`config.mk`:
```
export PLATFORM = sky130hd
export DESIGN_NAME = issue_stage
export DESIGN_NICKNAME = d
export VERILOG_FILES = /design/src/common/issue_data_pkg.sv /design/src/common/issue_ops_pkg.sv /design/src/hw/issue_register_file.sv /design/src/hw/operand_select.sv /design/src/issue/issue_scheduler.sv /design/src/issue/issue_stage.sv /design/src/issue/unit_credit_counter.sv
export SDC_FILE = /design/constraint.sdc
export NUM_CORES = 2
export LEC_CHECK = 0
export ABC_CLOCK_PERIOD_IN_PS = 6000
export BUFFER_PORTS_ARGS = -buffer_cell sky130_fd_sc_hd__buf_2
export CAP_MARGIN = 20
export CORE_ASPECT_RATIO = 1.4
export CORE_MARGIN = 3
export CORE_UTILIZATION = 35
export CTS_CLUSTER_DIAMETER = 200
export DETAILED_ROUTE_END_ITERATION = 8
export GPL_TIMING_DRIVEN = 0
export SKIP_CTS_REPAIR_TIMING = 1
export SLEW_MARGIN = 20
export SYNTH_ARGS = -nofsm -noshare
export SYNTH_HDL_FRONTEND = slang
export SYNTH_SLANG_ARGS = --single-unit
```
`constraint.sdc`:
```
create_clock -name clk_i -period 6 [get_ports clk_i]
set_clock_uncertainty 0.1 [all_clocks]
set_input_delay 1.2 -clock clk_i [delete_from_list [all_inputs] [get_ports clk_i]]
set_output_delay 1.2 -clock clk_i [all_outputs]
set_load 0.03 [all_outputs]
```
`src/common/issue_data_pkg.sv`:
```
package issue_data_pkg;

    // Width of an integer register and of every operand.
    localparam int DATA_WIDTH = 32;

    // Number of integer registers, x0 included.
    localparam int NUM_REGS = 32;

    localparam int REG_ADDR_WIDTH = $clog2(NUM_REGS);

    // Register and operand value.
    typedef logic [DATA_WIDTH-1:0] data_word_t;

    // Register index, x0 to x31.
    typedef logic [REG_ADDR_WIDTH-1:0] reg_addr_t;

endpackage : issue_data_pkg

```
`src/common/issue_ops_pkg.sv`:
```
package issue_ops_pkg;

    // Number of execution units fed by the issue stage.
    localparam int NUM_UNITS = 3;

    // Credits each unit grants after reset.
    localparam int UNIT_CREDITS = 2;

    localparam int CREDIT_WIDTH = $clog2(UNIT_CREDITS + 1);

    // Counter wide enough for the full credit count.
    typedef logic [CREDIT_WIDTH-1:0] credit_cnt_t;

    // Destination unit of an instruction, also the index into the credit counters.
    typedef enum logic [1:0] {
        ALU = 2'd0,
        MEM = 2'd1,
        FMA = 2'd2
    } exu_sel_t;

    // Where operands 1 and 2 come from.
    typedef enum logic {
        REGISTER  = 1'b0,
        IMMEDIATE = 1'b1
    } operand_src_t;

endpackage : issue_ops_pkg

```
`src/hw/issue_register_file.sv`:
```
`timescale 1ns/1ps

module issue_register_file (
    input  logic                       clk_i,
    input  logic                       rst_n_i,
    input  issue_data_pkg::reg_addr_t  rd_addr_1_i,
    input  issue_data_pkg::reg_addr_t  rd_addr_2_i,
    input  logic                       wr_en_i,
    input  issue_data_pkg::reg_addr_t  wr_addr_i,
    input  issue_data_pkg::data_word_t wr_data_i,
    output issue_data_pkg::data_word_t rd_data_1_o,
    output issue_data_pkg::data_word_t rd_data_2_o
);
    import issue_data_pkg::*;

    data_word_t regs_q [1:NUM_REGS-1];  // x0 has no storage.

    always_ff @(posedge clk_i) begin
        if (!rst_n_i) begin
            for (int i = 1; i < NUM_REGS; i++) begin
                regs_q[i] <= '0;
            end
        end else if (wr_en_i && (wr_addr_i != '0)) begin
            regs_q[wr_addr_i] <= wr_data_i;
        end
    end

    // A write in the same cycle wins over the stored value.
    always_comb begin
        if (rd_addr_1_i == '0) begin
            rd_data_1_o = '0;
        end else if (wr_en_i && (wr_addr_i == rd_addr_1_i)) begin
            rd_data_1_o = wr_data_i;
        end else begin
            rd_data_1_o = regs_q[rd_addr_1_i];
        end
    end

    always_comb begin
        if (rd_addr_2_i == '0) begin
            rd_data_2_o = '0;
        end else if (wr_en_i && (wr_addr_i == rd_addr_2_i)) begin
            rd_data_2_o = wr_data_i;
        end else begin
            rd_data_2_o = regs_q[rd_addr_2_i];
        end
    end

endmodule : issue_register_file

```
`src/hw/operand_select.sv`:
```
`timescale 1ns/1ps

module operand_select (
    input  logic                        clk_i,
    input  logic                        rst_n_i,
    input  logic                        accept_i,
    input  logic                        latch_first_i,
    input  logic                        read_third_i,
    input  issue_data_pkg::data_word_t  rd_data_1_i,
    input  issue_data_pkg::data_word_t  rd_data_2_i,
    input  issue_ops_pkg::operand_src_t op_src_1_i,
    input  issue_ops_pkg::operand_src_t op_src_2_i,
    input  issue_data_pkg::data_word_t  imm_1_i,
    input  issue_data_pkg::data_word_t  imm_2_i,
    input  issue_data_pkg::reg_addr_t   dest_reg_i,
    input  issue_ops_pkg::exu_sel_t     unit_sel_i,
    output logic                        issue_valid_o,
    output issue_ops_pkg::exu_sel_t     issue_unit_o,
    output issue_data_pkg::data_word_t  operand_1_o,
    output issue_data_pkg::data_word_t  operand_2_o,
    output issue_data_pkg::data_word_t  operand_3_o,
    output issue_data_pkg::data_word_t  address_o,
    output issue_data_pkg::reg_addr_t   issue_dest_o
);
    import issue_data_pkg::*;
    import issue_ops_pkg::*;

    data_word_t src_1, src_2;           // Register or immediate, first phase.
    data_word_t held_1_q, held_2_q;     // Operands kept while operand 3 is read.
    data_word_t op_1, op_2, op_3;
    data_word_t address;

    assign src_1 = (op_src_1_i == IMMEDIATE) ? imm_1_i : rd_data_1_i;
    assign src_2 = (op_src_2_i == IMMEDIATE) ? imm_2_i : rd_data_2_i;

    // Port 1 carries src 3 during the second phase, so operands 1 and 2
    // must come from the copies taken when the state machine left IDLE.
    always_ff @(posedge clk_i) begin
        if (latch_first_i) begin
            held_1_q <= src_1;
            held_2_q <= src_2;
        end
    end

    always_comb begin
        if (read_third_i) begin
            op_1 = held_1_q;
            op_2 = held_2_q;
            op_3 = rd_data_1_i;  // Third source arrives on port 1.
        end else begin
            op_1 = src_1;
            op_2 = src_2;
            op_3 = '0;
        end
    end

    assign address = op_1 + imm_2_i;  // Memory or branch target.

    always_ff @(posedge clk_i) begin
        if (!rst_n_i) begin
            issue_valid_o <= 1'b0;
        end else begin
            issue_valid_o <= accept_i;
        end
    end

    // The issue payload loads when an instruction is accepted.
    always_ff @(posedge clk_i) begin
        if (accept_i) begin
            operand_1_o  <= op_1;
            operand_2_o  <= op_2;
            operand_3_o  <= op_3;
            address_o    <= address;
            issue_dest_o <= dest_reg_i;
            issue_unit_o <= unit_sel_i;
        end
    end

endmodule : operand_select

```
`src/issue/issue_scheduler.sv`:
```
`timescale 1ns/1ps

module issue_scheduler (
    input  logic                      clk_i,
    input  logic                      rst_n_i,
    input  logic                      valid_i,
    input  logic                      uses_third_i,
    input  logic                      unit_credit_i,
    input  issue_data_pkg::reg_addr_t src_reg_1_i,
    input  issue_data_pkg::reg_addr_t src_reg_3_i,
    output logic                      stall_o,
    output logic                      accept_o,
    output logic                      latch_first_o,
    output logic                      read_third_o,
    output issue_data_pkg::reg_addr_t rd_addr_1_o
);
    import issue_data_pkg::*;

    typedef enum logic {
        IDLE,
        READ_THIRD
    } sched_state_t;

    sched_state_t state_q, state_d;

    logic in_idle;
    logic no_credit;

    assign in_idle   = (state_q == IDLE);
    assign no_credit = !unit_credit_i;

    // A three-operand instruction spends its IDLE cycle on the first read.
    assign stall_o = valid_i && (no_credit || (in_idle && uses_third_i));

    assign accept_o      = valid_i && !stall_o;  // Also consumes a credit.
    assign latch_first_o = valid_i && unit_credit_i && in_idle && uses_third_i;
    assign read_third_o  = (state_q == READ_THIRD);

    // Port 1 is shared between source 1 and source 3.
    assign rd_addr_1_o = read_third_o ? src_reg_3_i : src_reg_1_i;

    always_comb begin
        state_d = state_q;
        case (state_q)
            IDLE: begin
                if (latch_first_o) begin
                    state_d = READ_THIRD;  // Operands 1 and 2 get latched now.
                end
            end
            READ_THIRD: begin
                if (accept_o) begin
                    state_d = IDLE;
                end
            end
            default: begin
                state_d = IDLE;
            end
        endcase
    end

    always_ff @(posedge clk_i) begin
        if (!rst_n_i) begin
            state_q <= IDLE;
        end else begin
            state_q <= state_d;
        end
    end

endmodule : issue_scheduler

```
`src/issue/issue_stage.sv`:
```
`timescale 1ns/1ps

module issue_stage (
    input  logic                                   clk_i,
    input  logic                                   rst_n_i,
    input  logic                                   valid_i,
    input  issue_data_pkg::reg_addr_t              src_reg_1_i,
    input  issue_data_pkg::reg_addr_t              src_reg_2_i,
    input  issue_data_pkg::reg_addr_t              src_reg_3_i,
    input  logic                                   uses_third_i,
    input  issue_ops_pkg::operand_src_t            op_src_1_i,
    input  issue_ops_pkg::operand_src_t            op_src_2_i,
    input  issue_data_pkg::data_word_t             imm_1_i,
    input  issue_data_pkg::data_word_t             imm_2_i,
    input  issue_data_pkg::reg_addr_t              dest_reg_i,
    input  issue_ops_pkg::exu_sel_t                unit_sel_i,
    input  logic                                   wb_valid_i,
    input  issue_data_pkg::reg_addr_t              wb_addr_i,
    input  issue_data_pkg::data_word_t             wb_data_i,
    input  logic [issue_ops_pkg::NUM_UNITS-1:0]    credit_return_i,
    output logic                                   stall_o,
    output logic                                   issue_valid_o,
    output issue_ops_pkg::exu_sel_t                issue_unit_o,
    output issue_data_pkg::data_word_t             operand_1_o,
    output issue_data_pkg::data_word_t             operand_2_o,
    output issue_data_pkg::data_word_t             operand_3_o,
    output issue_data_pkg::data_word_t             address_o,
    output issue_data_pkg::reg_addr_t              issue_dest_o
);
    import issue_data_pkg::*;
    import issue_ops_pkg::*;

    reg_addr_t            rd_addr_1;
    data_word_t           rd_data_1, rd_data_2;
    logic                 accept, latch_first, read_third;
    logic [NUM_UNITS-1:0] has_credit;
    logic                 sel_credit;

    // Credit of the unit the current instruction is heading to.
    always_comb begin
        case (unit_sel_i)
            ALU:     sel_credit = has_credit[0];
            MEM:     sel_credit = has_credit[1];
            FMA:     sel_credit = has_credit[2];
            default: sel_credit = 1'b0;  // Unused encoding never issues.
        endcase
    end

    issue_register_file u_regfile (
        .clk_i       (clk_i),
        .rst_n_i     (rst_n_i),
        .rd_addr_1_i (rd_addr_1),
        .rd_addr_2_i (src_reg_2_i),
        .wr_en_i     (wb_valid_i),
        .wr_addr_i   (wb_addr_i),
        .wr_data_i   (wb_data_i),
        .rd_data_1_o (rd_data_1),
        .rd_data_2_o (rd_data_2)
    );

    issue_scheduler u_scheduler (
        .clk_i         (clk_i),
        .rst_n_i       (rst_n_i),
        .valid_i       (valid_i),
        .uses_third_i  (uses_third_i),
        .unit_credit_i (sel_credit),
        .src_reg_1_i   (src_reg_1_i),
        .src_reg_3_i   (src_reg_3_i),
        .stall_o       (stall_o),
        .accept_o      (accept),
        .latch_first_o (latch_first),
        .read_third_o  (read_third),
        .rd_addr_1_o   (rd_addr_1)
    );

    operand_select u_operand_select (
        .clk_i         (clk_i),
        .rst_n_i       (rst_n_i),
        .accept_i      (accept),
        .latch_first_i (latch_first),
        .read_third_i  (read_third),
        .rd_data_1_i   (rd_data_1),
        .rd_data_2_i   (rd_data_2),
        .op_src_1_i    (op_src_1_i),
        .op_src_2_i    (op_src_2_i),
        .imm_1_i       (imm_1_i),
        .imm_2_i       (imm_2_i),
        .dest_reg_i    (dest_reg_i),
        .unit_sel_i    (unit_sel_i),
        .issue_valid_o (issue_valid_o),
        .issue_unit_o  (issue_unit_o),
        .operand_1_o   (operand_1_o),
        .operand_2_o   (operand_2_o),
        .operand_3_o   (operand_3_o),
        .address_o     (address_o),
        .issue_dest_o  (issue_dest_o)
    );

    // One counter per unit, index equal to the unit encoding.
    for (genvar u = 0; u < NUM_UNITS; u++) begin : g_credit
        unit_credit_counter u_credit (
            .clk_i        (clk_i),
            .rst_n_i      (rst_n_i),
            .consume_i    (accept && (unit_sel_i == exu_sel_t'(u))),
            .return_i     (credit_return_i[u]),
            .has_credit_o (has_credit[u])
        );
    end

endmodule : issue_stage

```
`src/issue/unit_credit_counter.sv`:
```
`timescale 1ns/1ps

module unit_credit_counter (
    input  logic clk_i,
    input  logic rst_n_i,
    input  logic consume_i,
    input  logic return_i,
    output logic has_credit_o
);
    import issue_ops_pkg::*;

    credit_cnt_t count_q;  // Credits still available to this unit.

    always_ff @(posedge clk_i) begin
        if (!rst_n_i) begin
            count_q <= credit_cnt_t'(UNIT_CREDITS);
        end else begin
            case ({consume_i, return_i})
                2'b10: begin
                    count_q <= count_q - credit_cnt_t'(1);
                end
                2'b01: begin
                    count_q <= count_q + credit_cnt_t'(1);
                end
                default: begin
                    count_q <= count_q;  // Idle, or a return and a consume cancel out.
                end
            endcase
        end
    end

    assign has_credit_o = (count_q != '0);

endmodule : unit_credit_counter

```
==> flow_summary.ini <==
[clock_network]
cts_tree = yes
worstSkewPairLatency_ns = 0.82
cts_buffers = 118
path_clk_slew_ns = 0.06
cts_buffer_depth = 3
cts_sinks = 1231
htree_levels = 3
root_buffer = clkbuf_16

[detailed_routing]
wl_per_cell_um = 36.59
highest_layer = met5
vias = 50739
wl_met1_mm = 100.9
drtAntennaViolNets = 0
drt_wl_total_mm = 307.2
drt_iter0_drc = 7066
drt_first_pass_iters = 6
wl_met2_mm = 140.9
vias_per_cell = 6.043
post-route-drc-count = 0
met3_length_mm = 30.13

[power]
power.leakage_nw = 28.51
ir_drop_v = 0.0002773
seqPwrFrac = 0.450
p_comb_frac = 0.194
p_sw_mw = 6.817
clkPwrFrac = 0.356
p_per_area_nw_per_um2 = 291.2
p_total_mw = 22.79
p_sw_frac = 0.2991
intPower_mw = 15.98

[critical_path]
crit_type = flop to flop
startpoint_type = flop
critical_path_arrival_ns = 6.51
crit_required_ns = 6.44
crit_fanout = 10
end_kind = flop

[grt]
antenna_found_initial = 31
grt_pass1_vias = 49826
grt.total_usage = 0.3066
grt_pass1_wl_mm = 409.3
grt_overflow = 0
grt_start_max_net_pins = 102

[synth]
async_flop_share = 0
synth-seq-cells = 1231
synth.most_common_cell = edfxtp_1
ys_types = 74
synth-edff-count = 1223
synthCells = 5301
postSynthAreaPerCell_um2 = 12.53
synth.cell_area_um2 = 66440
synth_commonest_cells = edfxtp_1, and2_1, nand2_1
yosysTopAreaCell = edfxtp_1
yosysWarningCount = 0
synth_top_area_share = 0.5528
synth_top_flop_cell = edfxtp_1
synth_top_cells_by_area = edfxtp_1, mux4_2, and2_1
yosysSeqAreaShare = 0.5552

[floorplanning]
row_count = 188
die_x_um = 374.2
core_um2 = 188200
start_util = 0.3531
dieArea_um2 = 195200
die_y_um = 521.5
ios = 270

[layout]
syn_to_final_growth_pct = 17.80
fin_cells = 8397
drive_gt1_frac = 0.2072
final_nets = 5972

[placement]
pre_cts_slack_ns = -3.364
numPortBuffers = 259
dp.cells = 8133
gp_congestion = 1.056
place_hpwl_mm = 235.2

[timing]
hold_slack_ns = 0.4056
hold_viol_final = 0
period_share = 1.011
slew_viol_final = 0
layout_min_cycle_time_ns = 6.069
setup_ws_ns = -0.06861
fmax_mhz = 164.8
rsz0062_at_grt = true
setup-violations-final = 3
tightest_slew_ns = 1.314
maxSlewHeadroom = 0.1209

[hold_path]
hp-class = flop to flop

[run_status]
violations = setup timing
status = complete, but fails checks

[job]
maxCapViolations = 0
[placed cells by master, fill, tap and decap left out, types with 21 or more instances in the layout]
cell type	count
a22oi_1	29
nor3_1	71
a221oi_1	56
ha_1	33
diode_2	21
a31o_1	32
a211oi_1	29
clkbuf_4	36
mux2i_1	384
buf_6	30
clkbuf_16	118
conb_1	32
nand2_1	583
o21ai_2	31
xnor2_1	26
and2_1	942
nor2_1	172
mux2_2	69
buf_16	63
o21ai_1	39
edfxtp_1	1223
o21ai_4	30
buf_2	322
mux4_2	290
buf_4	31
o21a_1	33
clkbuf_1	287
nand3_1	246
clkbuf_2	62
a21oi_1	190
a2111o_1	62
[sequential cells by signal (all words and copies together) (netlist names)]
register	count
u_operand_select.held_2_q	32
u_operand_select.issue_unit_o	2
u_operand_select.operand_1_o	32
u_scheduler.read_third_o	1
u_operand_select.issue_valid_o	1
g_credit.u_credit.count_q	6
u_operand_select.operand_2_o	32
u_operand_select.address_o	32
u_operand_select.issue_dest_o	5
u_regfile.regs_q	1024
u_operand_select.held_1_q	32
u_operand_select.operand_3_o	32
[worst max-delay path, cell delays in order, from the launching register on]
cell and delay [ns]:
dfxtp_1 0.34, buf_6 0.16, buf_2 0.26, mux2i_4 0.44, xnor2_1 0.17, nor4_4 0.44
buf_4 0.26, nand3_4 0.33, clkbuf_4 0.38, a31o_1 0.29, o21ai_2 0.16, mux2_2 0.23
ha_1 0.29, nor2b_1 0.16, o31a_1 0.31, o31a_1 0.33, nor3_2 0.42, o31ai_4 0.16
a41oi_1 0.27, a21oi_1 0.11, xor2_1 0.15
[layout make-up]
type / count / area [um2]
Timing Repair Buffer: 351 / 3309
Clock inverter: 94 / 1100
Tap cell: 2470 / 3090
Inverter: 17 / 71.32
Multi-Input combinational cell: 3580 / 28030
Fill cell: 17577 / 109900
Buffer: 505 / 2735
Sequential cell: 1231 / 36890
Clock buffer: 128 / 2990
Antenna cell: 21 / 52.55
[per-stage QoR]
stage	cell area [um2]	TNS, ns	utilization
CTS	77330	-39.01	0.4109
global placement	70940	-2911.92	0.3770
finish	78260	-0.1676	0.4159
detailed placement	73240	-65.07	0.3892
global route	78220	-0.5297	0.4156
floorplan	66550	0	-
[path summary, 6_finish.rpt]
path                              startpoint                         endpoint  slack, ns  cells past startpoint
max                 u_scheduler.read_third_o   u_operand_select.address_o[30]      -0.07                     20
min          g_credit[2].u_credit.count_q[1]  g_credit[2].u_credit.count_q[1]       0.41                      2
max reg2reg         u_scheduler.read_third_o   u_operand_select.address_o[30]      -0.07                     20
min reg2reg  g_credit[2].u_credit.count_q[1]  g_credit[2].u_credit.count_q[1]       0.41                      2
[power groups by stage]
stage | registers, mW | logic [mW] | clock network, mW
after global placement | 10.5 | 3.91 | 0
final | 10.3 | 4.41 | 8.12
after CTS | 10.2 | 4.15 | 8.12
after detailed placement | 10.4 | 4.14 | 0
after floorplan | 10.5 | 2.13 | 0
after global routing | 10.3 | 4.50 | 8.44
[metal layers]
| layer | track usage | vias up |
|---|---|---|
| met2 | 0.4921 | 3704 |
| met5 | 0 | - |
| met1 | 0.3407 | 25159 |
| li1 | - | 20696 |
| met4 | 0.2796 | 12 |
| met3 | 0.06845 | 1168 |
[kinds of logic after synthesis]
kind of cell,count (synthesis),synth area share
XOR/XNOR,42,0.005537
flip-flops,1231,0.5552
other,1,0.00005644
AO/OA/AOI/OAI,634,0.06776
multiplexers,750,0.1689
adder cells (fa/ha/maj),35,0.006704
buffers and inverters,522,0.03364
AND/OR/NAND/NOR,2086,0.1622
Power figures use the tool's default switching activity.
